## src/icache_pkg.sv

```systemverilog
package icache_pkg;

  ////////////////////
  // cache geometry
  ////////////////////

  localparam int unsigned ADDR_W         = 32;
  localparam int unsigned WORD_W         = 32;
  localparam int unsigned NUM_WAYS       = 2;
  localparam int unsigned NUM_SETS       = 16;
  localparam int unsigned WORDS_PER_LINE = 4;
  localparam int unsigned LINE_W         = WORD_W * WORDS_PER_LINE;
  localparam int unsigned OFFSET_W       = $clog2(LINE_W / 8);
  localparam int unsigned INDEX_W        = $clog2(NUM_SETS);
  localparam int unsigned TAG_W          = ADDR_W - INDEX_W - OFFSET_W;
  localparam int unsigned WAY_W          = $clog2(NUM_WAYS);
  // word select within a line and byte select within a word
  localparam int unsigned WOFF_W         = $clog2(WORDS_PER_LINE);
  localparam int unsigned BYTE_OFF_W     = $clog2(WORD_W / 8);

  // replacement lfsr, x^8 + x^6 + x^5 + x^4 + 1
  localparam int unsigned      LFSR_W    = 8;
  localparam logic [LFSR_W-1:0] LFSR_TAPS = 8'hB8;
  localparam logic [LFSR_W-1:0] LFSR_SEED = 8'hA5;

  // axi4-lite read constants
  localparam logic [2:0] AXI_PROT_INSTR = 3'b100;
  localparam logic [1:0] AXI_RESP_OKAY  = 2'b00;

  typedef logic [ADDR_W-1:0]   addr_t;
  typedef logic [TAG_W-1:0]    tag_t;
  typedef logic [INDEX_W-1:0]  index_t;
  typedef logic [LINE_W-1:0]   line_t;
  typedef logic [WORD_W-1:0]   word_t;
  typedef logic [NUM_WAYS-1:0] way_mask_t;

  typedef enum logic [1:0] {
    OP_READ,
    OP_WRITE,
    OP_CLEAR
  } store_op_e;

  ////////////////////
  // address fields
  ////////////////////

  function automatic tag_t addr_tag(addr_t addr);
    return addr[ADDR_W-1 -: TAG_W];
  endfunction

  function automatic index_t addr_index(addr_t addr);
    return addr[OFFSET_W +: INDEX_W];
  endfunction

  function automatic logic [WOFF_W-1:0] addr_woff(addr_t addr);
    return addr[BYTE_OFF_W +: WOFF_W];
  endfunction

endpackage

```

## src/line_store_if.sv

```systemverilog
interface line_store_if;
  import icache_pkg::*;

  // request side, held until gnt
  logic      req;
  store_op_e op;
  index_t    index;
  way_mask_t way_mask;
  tag_t      wtag;
  line_t     wline;

  // grant is combinational on req
  logic gnt;
  // read data of the last granted read, all ways, shared by every port
  tag_t  [NUM_WAYS-1:0] rtag;
  way_mask_t            rvalid;
  line_t [NUM_WAYS-1:0] rline;

  modport requester (
    output req, op, index, way_mask, wtag, wline,
    input  gnt, rtag, rvalid, rline
  );

  modport arbiter (
    input  req, op, index, way_mask, wtag, wline,
    output gnt, rtag, rvalid, rline
  );

endinterface

```

## src/refill_engine.sv

```systemverilog
module refill_engine (
  input  logic              clk_i,
  input  logic              rst_ni,
  input  logic              miss_valid_i,
  input  icache_pkg::addr_t miss_addr_i,
  output logic              fill_done_o,
  output icache_pkg::line_t fill_line_o,
  // axi4-lite read master
  output logic              m_arvalid_o,
  input  logic              m_arready_i,
  output icache_pkg::addr_t m_araddr_o,
  output logic [2:0]        m_arprot_o,
  input  logic              m_rvalid_i,
  output logic              m_rready_o,
  input  icache_pkg::word_t m_rdata_i,
  input  logic [1:0]        m_rresp_i,
  line_store_if.requester   port
);
  import icache_pkg::*;

  typedef enum logic [2:0] {
    ST_IDLE,
    ST_ADDR,
    ST_DATA,
    ST_WRITE,
    ST_DONE
  } state_e;

  state_e              state_q, state_d;
  logic [WOFF_W-1:0]   beat_q, beat_d;
  line_t               line_q;
  logic [LFSR_W-1:0]   lfsr_q;
  logic [WAY_W-1:0]    victim;
  logic                beat_done;
  logic                write_gnt;

  assign beat_done = m_rvalid_i & m_rready_o;
  assign write_gnt = port.req & port.gnt;

  ////////////////////
  // axi reads
  ////////////////////

  // one word per read, offsets 0, 4, 8, 12
  assign m_arvalid_o = (state_q == ST_ADDR);
  assign m_araddr_o  = {miss_addr_i[ADDR_W-1:OFFSET_W], beat_q, {BYTE_OFF_W{1'b0}}};
  assign m_arprot_o  = AXI_PROT_INSTR;
  assign m_rready_o  = (state_q == ST_DATA);

  always_comb begin
    state_d = state_q;
    beat_d  = beat_q;
    unique case (state_q)
      ST_IDLE: begin
        if (miss_valid_i) begin
          beat_d  = '0;
          state_d = ST_ADDR;
        end
      end
      ST_ADDR: begin
        if (m_arready_i) begin
          state_d = ST_DATA;
        end
      end
      ST_DATA: begin
        if (m_rvalid_i) begin
          beat_d  = beat_q + 1'b1;
          state_d = (&beat_q) ? ST_WRITE : ST_ADDR;
        end
      end
      ST_WRITE: begin
        if (port.gnt) begin
          state_d = ST_DONE;
        end
      end
      // fill_done pulse, lookup drops miss_valid on this edge
      ST_DONE: state_d = ST_IDLE;
      default: state_d = ST_IDLE;
    endcase
  end

  always_ff @(posedge clk_i or negedge rst_ni) begin
    if (!rst_ni) begin
      state_q <= ST_IDLE;
      beat_q  <= '0;
    end else begin
      state_q <= state_d;
      beat_q  <= beat_d;
    end
  end

  // line buffer, filled word by word
  always_ff @(posedge clk_i) begin
    if (beat_done) begin
      line_q[beat_q * WORD_W +: WORD_W] <= m_rdata_i;
    end
  end

  ////////////////////
  // victim choice
  ////////////////////

  // rvalid still holds the lookup read of this set
  always_comb begin
    victim = WAY_W'(lfsr_q[0]);
    for (int w = NUM_WAYS - 1; w >= 0; w--) begin
      if (!port.rvalid[w]) begin
        victim = WAY_W'(w);
      end
    end
  end

  // galois lfsr steps only on a random replacement
  always_ff @(posedge clk_i or negedge rst_ni) begin
    if (!rst_ni) begin
      lfsr_q <= LFSR_SEED;
    end else if (write_gnt && (&port.rvalid)) begin
      lfsr_q <= (lfsr_q >> 1) ^ (lfsr_q[0] ? LFSR_TAPS : '0);
    end
  end

  assign port.req      = (state_q == ST_WRITE);
  assign port.op       = OP_WRITE;
  assign port.index    = addr_index(miss_addr_i);
  assign port.way_mask = way_mask_t'(1) << victim;
  assign port.wtag     = addr_tag(miss_addr_i);
  assign port.wline    = line_q;

  assign fill_done_o = (state_q == ST_DONE);
  assign fill_line_o = line_q;

  // address channel holds under a stalled arready
  a_ar_stable: assert property (@(posedge clk_i) disable iff (!rst_ni)
    m_arvalid_o && !m_arready_i |=> m_arvalid_o && $stable(m_araddr_o));

  a_rresp_okay: assert property (@(posedge clk_i) disable iff (!rst_ni)
    beat_done |-> m_rresp_i == AXI_RESP_OKAY);

endmodule

```

## src/flat_wrapper.sv

```systemverilog
// flat-port wrapper written by rule: the top's interface ports become plain ports
module refill_engine_flat import icache_pkg::*;
  (clk_i, rst_ni, miss_valid_i, miss_addr_i, fill_done_o, fill_line_o, m_arvalid_o, m_arready_i, m_araddr_o, m_arprot_o, m_rvalid_i, m_rready_o, m_rdata_i, m_rresp_i, port_req, port_op, port_index, port_way_mask, port_wtag, port_wline, port_gnt, port_rtag, port_rvalid, port_rline);
  line_store_if port_i ();
  input  logic clk_i;
  input  logic rst_ni;
  input  logic miss_valid_i;
  input  icache_pkg::addr_t miss_addr_i;
  output logic fill_done_o;
  output icache_pkg::line_t fill_line_o;
  output logic m_arvalid_o;
  input  logic m_arready_i;
  output icache_pkg::addr_t m_araddr_o;
  output logic [2:0] m_arprot_o;
  input  logic m_rvalid_i;
  output logic m_rready_o;
  input  icache_pkg::word_t m_rdata_i;
  input  logic [1:0] m_rresp_i;
  output wire logic [$bits(port_i.req)-1:0] port_req;
  output wire logic [$bits(port_i.op)-1:0] port_op;
  output wire logic [$bits(port_i.index)-1:0] port_index;
  output wire logic [$bits(port_i.way_mask)-1:0] port_way_mask;
  output wire logic [$bits(port_i.wtag)-1:0] port_wtag;
  output wire logic [$bits(port_i.wline)-1:0] port_wline;
  input wire logic [$bits(port_i.gnt)-1:0] port_gnt;
  input wire logic [$bits(port_i.rtag)-1:0] port_rtag;
  input wire logic [$bits(port_i.rvalid)-1:0] port_rvalid;
  input wire logic [$bits(port_i.rline)-1:0] port_rline;
  assign port_req = port_i.req;
  assign port_op = port_i.op;
  assign port_index = port_i.index;
  assign port_way_mask = port_i.way_mask;
  assign port_wtag = port_i.wtag;
  assign port_wline = port_i.wline;
  assign port_i.gnt = port_gnt;
  assign port_i.rtag = port_rtag;
  assign port_i.rvalid = port_rvalid;
  assign port_i.rline = port_rline;
  refill_engine u_core (.clk_i(clk_i), .rst_ni(rst_ni), .miss_valid_i(miss_valid_i), .miss_addr_i(miss_addr_i), .fill_done_o(fill_done_o), .fill_line_o(fill_line_o), .m_arvalid_o(m_arvalid_o), .m_arready_i(m_arready_i), .m_araddr_o(m_araddr_o), .m_arprot_o(m_arprot_o), .m_rvalid_i(m_rvalid_i), .m_rready_o(m_rready_o), .m_rdata_i(m_rdata_i), .m_rresp_i(m_rresp_i), .port(port_i));
endmodule
```

## config.mk

```make
export PLATFORM = sky130hd
export DESIGN_NAME = refill_engine_flat
export DESIGN_NICKNAME = d
export VERILOG_FILES = /design/src/icache_pkg.sv /design/src/line_store_if.sv /design/src/refill_engine.sv /design/src/flat_wrapper.sv
export SDC_FILE = /design/constraint.sdc
export NUM_CORES = 1
export LEC_CHECK = 0
export BUFFER_PORTS_ARGS = -buffer_cell sky130_fd_sc_hd__buf_4
export CAP_MARGIN = 20
export CORE_AREA = 2 2 271 273
export CTS_CLUSTER_DIAMETER = 120
export DETAILED_ROUTE_END_ITERATION = 10
export DIE_AREA = 0 0 273 275
export PLACE_DENSITY = 0.35
export SYNTH_ARGS = -nofsm -noshare
export SYNTH_HDL_FRONTEND = slang
export SYNTH_SLANG_ARGS = --single-unit
```

## constraint.sdc

```tcl
create_clock -name clk_i -period 2.85 [get_ports clk_i]
set_input_delay 0 -clock clk_i [delete_from_list [all_inputs] [get_ports clk_i]]
set_output_delay 0 -clock clk_i [all_outputs]
set_load 0.02 [all_outputs]
```

==> flow_summary.json, run 1 <==
{
  "cp_num_buf_inv": 2,
  "critPathLaunch": "u_core.beat_q[1]$_DFFE_PN0P_",
  "die_w_um": 273,
  "ys_ff_latch": 141,
  "cts_setup_buffers": 0,
  "p_leak_nw": 3.944,
  "ys_types": 38,
  "syn_avg_cell_area_um2": 12.65,
  "gp_congestion": 0.6746,
  "critPathTopFamily": "simple AND/OR/NAND/NOR gates",
  "r2r-start": "u_core.beat_q[1]$_DFFE_PN0P_",
  "finalSetupViolCount": 0,
  "cpMaxStageDelayCell": "and4_2",
  "cpMostUsedCell": "inv_1",
  "dpl.hpwl_um": 24630,
  "critical_path.cell_chain": "inv_1, ha_1, inv_1, and4_2, and2_1",
  "dr.pass1.iters": 4,
  "switching_share_pct": 34.21,
  "pwr-share-seq_pct": 39.8,
  "grt_remaining_overflow": 0,
  "synth_area_leader_cell": "edfxtp_1",
  "core_area_um2": 72340,
  "io-pin-count": 705,
  "area_delta_synth_final_pct": 44.22,
  "tightest_slew_ps": 932.6,
  "cts_tree": "built",
  "arrival_ps": 2590,
  "drive_above_1_share_pct": 50.07,
  "met2_usage_pct": 13.63,
  "critPathKind": "flop to flop",
  "crit_required_ps": 3190,
  "vias": 4421,
  "synthesis.area_um2": 6998,
  "place_inst": 1621,
  "numCtsBuffers": 17,
  "clock_latency_ps": 480,
  "rsz0062_at_grt": "false",
  "num_rows": 99,
  "synth_area_leaders": "edfxtp_1 (55%), buf_4 (21%), and2_1 (7.6%)",
  "avgRoutedWirePerCell_um": 18.59,
  "synth_top_area_share_pct": 54.93,
  "slew_violations": 0,
  "fin_hold_ws_ps": 0.01043,
  "crit_path_max_incr_delay_ps": 810,
  "die_h_um": 275,
  "tns_ps": 0,
  "status": "complete, no violations",
  "hp-start": "miss_addr_i[13]",
  "pwr-share-clk_pct": 35.1,
  "p_int_mw": 4.213,
  "synth_cells": 553,
  "nets": 1107,
  "worstPathMaxFanout": 32,
  "antennaDiodeCount": 0,
  "clockBufferDepth": 2,
  "grt_max_degree": 33,
  "grt_pass1_wl_um": 40400,
  "die_area_um2": 75080,
  "route.detailed.drc": 0,
  "fin_crit_sh_pct": 79.04,
  "drt_iter0_drc": 313,
  "root_buffer": "clkbuf_16",
  "period_minus_slack_ps": 2253,
  "busiest_layer": "met2",
  "track_usage_pct": 8.377,
  "yosysSeqAreaShare_pct": 59.65,
  "hold_viol_final": 0,
  "first_global_vias": 4390,
  "maxCapViolCount": 0,
  "htreeDepth": 4,
  "layout.cells.non_filler": 1696,
  "ant_nets": 0,
  "cp-start-kind": "flop",
  "p_switching_mw": 2.191,
  "combPwrFrac_pct": 25.0,
  "hp-class": "input pin to output port",
  "final_util_pct": 13.95,
  "clk_pin_slew_ps": 80,
  "cp-end-kind": "flop",
  "antenna_found_initial": 3,
  "total_power_mw": 6.404,
  "max_freq_mhz": 443.9,
  "relSlewSlack_pct": 37.83,
  "ir_worst_vdd_v": 0.0003865,
  "ys_warn_count": 0,
  "wirelength_um": 31520,
  "power.density_nw_per_um2": 634.6,
  "start_util_pct": 9.674,
  "use_met1_pct": 9.451,
  "port_buffers": 303,
  "clock_skew_ps": 18.13,
  "clock-sinks": 141,
  "via_per_inst": 2.607,
  "met3_usage_pct": 4.050
}
final timing paths:
kind / slack (ps) / cells after the start / end
setup reg to reg: 600 / 5 / u_core.fill_line_o[4]$_DFFE_PP_
hold reg to reg: 510 / 1 / u_core.lfsr_q[0]$_DFFE_PN1P_
setup / recovery: 600 / 5 / u_core.fill_line_o[4]$_DFFE_PP_
hold / removal: 0.01 / 0 / port_wtag[5]
max in group asynchronous: 1390 / 4 / u_core.lfsr_q[3]$_DFFE_PN0P_
min in group asynchronous: 570 / 3 / u_core.lfsr_q[0]$_DFFE_PN1P_
per-layer routing:
metal  vias to the layer above  wire [µm]  part of all wire (%)
li1                       1979          -                     -
met1                      2128      12480                    40
met2                       254      14970                    47
met3                        58       3345                    11
met4                         2        705                   2.2
met5                         -         17                 0.054
cell families after synthesis:
group                      share of synthesized area [%]
DFF                                                59.65
other                                             0.1073
adders and majority gates                         0.8940
and+or+nand+nor                                    13.62
buffers and inverters                              22.51
xor gates and xnor gates                          0.3755
muxes                                              1.860
AOI/OAI and AO/OA                                 0.9836
sequential cells by signal, indices dropped and copies added (netlist names):
register,flops
u_core.fill_line_o,128
u_core.beat_q,2
u_core.state_q,3
u_core.lfsr_q,8
stage by stage:
stage | cell area (µm²) | setup slack [ps]
after global routing | 10090 | 442.2
after detailed placement | 9087 | 478.0
after global placement | 9087 | 522.4
after CTS | 10090 | 442.4
final | 10090 | 597.4
after floorplan | 7017 | 710.2
cell usage after synthesis (all sizes together):
master  number
a211o        1
a21oi        2
a22o         2
and2        85
and3         1
and3b        1
and4         1
and4b        1
buf        198
clkbuf      12
conb         2
dfrtp        9
dfstp        4
edfxtp     128
ha           5
inv          6
mux2         8
mux2i        1
nand2        1
nand2b      16
nand3b       1
nor2        51
nor3         2
nor3b        2
nor4b        1
o211ai       1
o21ai        2
o22ai        1
o311ai       1
or3          2
or3b         2
xor2         3
power by group through the flow:
stage / Sequential [mW] / Clock [mW] / Combinational (mW)
detailed placement: 2.60 / 0 / 1.61
finish: 2.55 / 2.25 / 1.60
CTS: 2.56 / 2.37 / 1.70
floorplan: 2.64 / 0 / 0.987
global route: 2.57 / 2.44 / 1.77
global placement: 2.60 / 0 / 1.60
cell type report:
cell class	instances	area (µm²)
inverter	6	22.52
sequential	141	4174
multi-input combinational	201	1284
timing repair buffer	357	2838
clock buffer	17	425.4
tap	959	1200
fill	8175	62250
clock inverter	15	148.9
cell usage in the layout, fill, tap and decap left out, drive strengths merged, types with 3 or more instances in the layout:
cell type,synthesis,layout
nor2,51,51
ha,5,5
and2,85,85
clkbuf,12,17
edfxtp,128,128
xor2,3,3
buf,198,314
dfstp,4,4
mux2,8,8
dfrtp,9,9
dlygate4sd3,0,43
inv,6,14
conb,2,7
clkinv,0,3
clkinvlp,0,4
nand2b,16,16
what timing repair did:
action | 4_1_cts | 5_1_grt
endpoints found under the setup margin | 0 | 0
resized for setup | 0 | 0
hold endpoints to repair | 143 | 0
hold buffers | 43 | 0
Power figures use the tool's default switching activity.
==> run 2: changes to the inputs <==
Settings changed: PLACE_DENSITY 0.35 to 0.36.
Clock period 2.85 ns to 1.8 ns, I/O delays scaled along.
==> run 2 against run 1 <==
  * Register-to-register slack worse by 540 ps
  * Worst setup slack worse by 540 ps
  * Clock power rose by 56%
  * Die area did not move
  * Critical path depth up 2
  * Final cell count is 1.2% higher
  * Flip-flop and latch count did not move
  * Maximum frequency rose by 30%
  * Critical path type unchanged
==> flow_summary.json, run 2 (synthesized netlist as in run 1, its figures left out) <==
{
  "status": "complete, no violations",
  "area_delta_synth_final_pct": 47.99,
  "pwr-share-clk_pct": 33.4,
  "grt_remaining_overflow": 0,
  "drive_above_1_share_pct": 52.38,
  "multi_input_area_um2": 1323,
  "grt_pass1_wl_um": 40370,
  "fin_hold_ws_ps": 0.009758,
  "design_area_um2": 10360,
  "hp-class": "input pin to output port",
  "antenna_found_initial": 2,
  "critPathKind": "flop to flop",
  "first_global_vias": 4494,
  "track_usage_pct": 8.335,
  "p_switching_mw": 3.579,
  "hold_viol_final": 0,
  "numCtsBuffers": 17,
  "clockBufferDepth": 2,
  "crit_required_ps": 2150,
  "die_h_um": 275,
  "ir_worst_vdd_v": 0.0005247,
  "route.detailed.drc": 0,
  "io-pin-count": 705,
  "cp-start-kind": "flop",
  "clk_pin_slew_ps": 70,
  "avgRoutedWirePerCell_um": 18.57,
  "clock-sinks": 141,
  "r2r_slack_ps": 60,
  "fin_crit_sh_pct": 96.62,
  "finalSetupViolCount": 0,
  "start_util_pct": 9.674,
  "nets": 1126,
  "gp_congestion": 0.6868,
  "wirelength_um": 31860,
  "dpl.hpwl_um": 25380,
  "power.density_nw_per_um2": 1020,
  "core_area_um2": 72340,
  "final_common_cell": "buf_4",
  "clock_skew_ps": 12.65,
  "vias": 4499,
  "maxCapViolCount": 0,
  "period_minus_slack_ps": 1739,
  "clock_latency_ps": 480,
  "ant_nets": 0,
  "layout.cells.non_filler": 1716,
  "fillCellCount": 8147,
  "largest_reg_flops": 128,
  "final_util_pct": 14.32,
  "worstPathMaxFanout": 8,
  "dr.pass1.iters": 4,
  "max_freq_mhz": 575.0,
  "die_area_um2": 75080,
  "p_int_mw": 6.983,
  "combPwrFrac_pct": 28.9,
  "die_w_um": 273,
  "num_rows": 99,
  "layout_common_cells": "buf_4 (322), edfxtp_1 (128), and2_1 (81)",
  "switching_share_pct": 33.88,
  "place_area_um2": 9355,
  "slew_violations": 0,
  "port_buffers": 303,
  "arrival_ps": 2090,
  "cp-end-kind": "flop",
  "total_power_mw": 10.56,
  "p_leak_nw": 4.088,
  "root_buffer": "clkbuf_16",
  "grt_max_degree": 24,
  "place_inst": 1641,
  "seq_area_um2": 4177,
  "drt_iter0_drc": 257,
  "pwr-share-seq_pct": 37.7,
  "htreeDepth": 4,
  "via_per_inst": 2.622,
  "cts_tree": "built"
}
==> run 2: cell count changes in the layout (fill, tap and decap cells not counted), moves of 3 or more <==
cell           delta
buf_12            +9
buf_4            +12
clkinvlp_4        -4
dlygate4sd3_1     -3
nor2_1            -3
nor2_2            +3
==> run 2: path summary, 6_finish.rpt <==
check	from	end	cells after the start
worst max-delay path	u_core.beat_q[1]$_DFFE_PN0P_	u_core.fill_line_o[75]$_DFFE_PP_	7
worst min-delay path	miss_addr_i[26]	port_wtag[18]	0
worst max register to register	u_core.beat_q[1]$_DFFE_PN0P_	u_core.fill_line_o[75]$_DFFE_PP_	7
worst min register to register	u_core.lfsr_q[1]$_DFFE_PN0P_	u_core.lfsr_q[0]$_DFFE_PN1P_	1
max in group asynchronous	rst_ni	u_core.beat_q[0]$_DFFE_PN0P_	4
min in group asynchronous	rst_ni	u_core.lfsr_q[5]$_DFFE_PN1P_	3
==> run 2: cell type report <==
| type | count | share of cell area (%) |
|---|---|---|
| flip-flops and latches | 141 | 40.33 |
| multi-input cells | 202 | 12.77 |
| clock buffers | 17 | 4.108 |
| clock inverters | 15 | 1.220 |
| well taps | 959 | 11.59 |
| repair buffers | 375 | 29.72 |
| diodes | 1 | 0.02416 |
| inverters | 6 | 0.2416 |
==> run 2: what timing repair did <==
| action | 4_1_cts | 5_1_grt |
|---|---|---|
| setup endpoints to repair | 0 | 23 |
| hold endpoints to repair | 145 | 0 |
| hold buffers | 40 | 0 |
| resized for setup | 0 | 5 |
| buffers inserted | 0 | 1 |
==> run 2: critical path, stage by stage, from the launching register on <==
cell and delay [ps]:
dfrtp_2 350, inv_1 70, ha_4 270, or3b_1 340, buf_4 200, nor2_4 130
buf_12 130, and2_1 120
==> run 2: layer usage <==
metal / track usage, % / vias up / wire, µm
met3: 3.474 / 53 / 3082
met1: 9.707 / 2159 / 13000
met5: 0 / - / 13
li1: - / 2016 / -
met2: 13.62 / 269 / 15170
met4: 3.178 / 2 / 594
==> run 2: power groups by stage <==
stage,clock network (mW),registers [mW],logic [mW]
2_1_floorplan,0,4.18,1.59
3_3_place_gp,0,4.05,2.98
3_5_place_dp,0,4.06,2.99
4_1_cts,3.75,3.99,3.08
5_1_grt,3.85,4.00,3.34
6_report,3.52,3.98,3.06
==> run 2: metrics by stage <==
stage	TNS, ps	worst slack, ps
after detailed placement	0	41.09
after CTS	0	10.90
final	0	60.85
after floorplan	-2073	-16.20
after global placement	0	14.11
after global routing	-0.06306	-0.06306
==> run 3: changes to the inputs <==
Settings changed: PLACE_DENSITY 0.36 to 0.35.
Clock period 1.8 ns to 2.18 ns, I/O delays scaled along.
==> run 3 against run 2 <==
  * Worst setup slack better by 60 ps
  * Clock skew fell by 4.0 ps
  * Critical path depth is 1 lower
  * Core utilization down 0.17 points
  * Highest routed layer is now met4
  * Routed wire length grew 0.21%
  * Die area stayed put
  * Hold slack about the same
  * Critical endpoint is now u_core.state_q[0]$_DFFE_PN0P_
  * Count of clock-buffer cells in the layout stayed put
  * Maximum frequency down 16%
  * Non-clock buffer count down 5
==> flow_summary.json, run 3 (synthesized netlist as in run 1, its figures left out) <==
{
  "core_area_um2": 72340,
  "root_buffer": "clkbuf_16",
  "cts_tree": "built",
  "hold_depth": 0,
  "avgRoutedWirePerCell_um": 18.68,
  "area_delta_synth_final_pct": 46.25,
  "io-pin-count": 705,
  "hp-start": "miss_addr_i[13]",
  "die_w_um": 273,
  "power.density_nw_per_um2": 845.6,
  "numCtsBuffers": 17,
  "num_rows": 99,
  "largest_reg_flops": 128,
  "nets": 1120,
  "htreeDepth": 4,
  "clock_latency_ps": 470,
  "hp-class": "input pin to output port",
  "r2r_slack_ps": 120,
  "p_leak_nw": 4.032,
  "die_area_um2": 75080,
  "ant_nets": 0,
  "critPathLaunch": "u_core.state_q[0]$_DFFE_PN0P_",
  "place_inst": 1632,
  "whs_endpoint": "port_wtag[5]",
  "fillCellCount": 8105,
  "dpl.hpwl_um": 25440,
  "layout.cells.non_filler": 1709,
  "vias": 4432,
  "antennaDiodeCount": 0,
  "gp_congestion": 0.6804,
  "arrival_ps": 2470,
  "wirelength_um": 31930,
  "dr.pass1.iters": 6,
  "antenna_found_initial": 3,
  "multi_input_area_um2": 1284,
  "slew_violations": 0,
  "crit_required_ps": 2590,
  "ir_worst_vdd_v": 0.0004340,
  "finalSetupViolCount": 0,
  "fin_crit_sh_pct": 94.46,
  "first_global_vias": 4400,
  "drt_iter0_drc": 215,
  "status": "complete, no violations",
  "worstPathMaxFanout": 9,
  "grt_remaining_overflow": 0,
  "drive_above_1_share_pct": 50.93,
  "period_minus_slack_ps": 2059,
  "clock_skew_ps": 8.634,
  "via_per_inst": 2.593,
  "clk_pin_slew_ps": 70,
  "grt_pass1_wl_um": 41080,
  "seq_area_um2": 4174,
  "clockBufferDepth": 2,
  "max_freq_mhz": 485.6,
  "r2r_end": "u_core.state_q[0]$_DFFE_PN0P_",
  "port_buffers": 303,
  "total_power_mw": 8.655,
  "critPathKind": "flop to flop",
  "maxCapViolCount": 0,
  "route.detailed.drc": 0,
  "start_util_pct": 9.674,
  "clock-sinks": 141,
  "rr_worst_depth": 6,
  "cp-start-kind": "flop",
  "track_usage_pct": 8.454,
  "r2r-start": "u_core.state_q[0]$_DFFE_PN0P_",
  "layout_common_cells": "buf_4 (319), edfxtp_1 (128), and2_1 (81)",
  "hold_viol_final": 0,
  "final_common_cell": "buf_4",
  "grt_max_degree": 31,
  "die_h_um": 275,
  "cp-end-kind": "flop"
}
==> run 3: changes by cell type in the layout (fill, tap and decap cells not counted), sizes merged <==
cell,before,now
buf,335,327
bufinv,0,1
clkinv,5,4
clkinvlp,0,2
diode,1,0
dlygate4sd3,40,43
inv,16,14
nor2,52,51
==> run 3: routing by layer <==
| metal | GRT usage, % | part of all wire [%] | up-vias |
|---|---|---|---|
| met4 | 3.365 | 2.3 | 0 |
| met1 | 9.745 | 41 | 2143 |
| met2 | 13.49 | 46 | 236 |
| li1 | - | - | 1999 |
| met3 | 4.024 | 10 | 54 |
| met5 | 0 | 0 | - |
==> run 3: worst max path at each step <==
stage          depth (start not counted)  slack, ps                           endpoint
2_1_floorplan                          3         40  u_core.fill_line_o[100]$_DFFE_PP_
3_3_place_gp                           5        190   u_core.fill_line_o[76]$_DFFE_PP_
3_5_place_dp                           5        180   u_core.fill_line_o[70]$_DFFE_PP_
4_1_cts                                6         80      u_core.state_q[0]$_DFFE_PN0P_
5_1_grt                                6         -1      u_core.state_q[0]$_DFFE_PN0P_
6_report                               6        120      u_core.state_q[0]$_DFFE_PN0P_
==> run 3: layout make-up <==
cell class	count	share of cell area, %
Inverter	6	0.2200
Tap cell	959	11.72
Clock inverter	15	1.491
Sequential cell	141	40.78
Timing Repair Buffer	370	29.08
Clock buffer	17	4.156
Multi-Input combinational cell	201	12.54
==> run 3: power breakdown <==
group / total (mW) / internal (mW) / leakage, nW / switching, mW
combinational: 2.34 / 0.950 / 2.37 / 1.39
sequential: 3.29 / 3.19 / 1.38 / 0.0972
clock: 3.03 / 1.61 / 0.282 / 1.42
total: 8.65 / 5.75 / 4.03 / 2.90
==> run 3: worst max-delay path, stage by stage (launching register included) <==
cell and delay [ps]:
dfrtp_1 370, buf_6 130, nor2_1 50, a211o_1 250, dlygate4sd3_1 550, a21oi_1 110
dlygate4sd3_1 550
==> run 3: stage by stage <==
stage                     utilization (%)  hold WS (ps)  setup TNS, ps  area [µm²]  setup WS [ps]
after detailed placement            12.73        -140.1              0        9208          182.0
after global routing                14.15       0.04448         -1.345       10230         -1.345
after global placement              12.73        -139.7              0        9208          192.5
after CTS                           14.12        0.2111              0       10220          84.04
after floorplan                         -        -295.6              0        7017          40.21
final                               14.15       0.01040              0       10230          120.7
==> run 3: repair_timing <==
| item | in CTS | in global routing |
|---|---|---|
| gates resized for setup | 0 | 1 |
| endpoints found under the setup margin | 0 | 1 |
| endpoints found under the hold margin | 144 | 0 |
| hold buffers | 43 | 0 |
| buffers inserted | 0 | 2 |
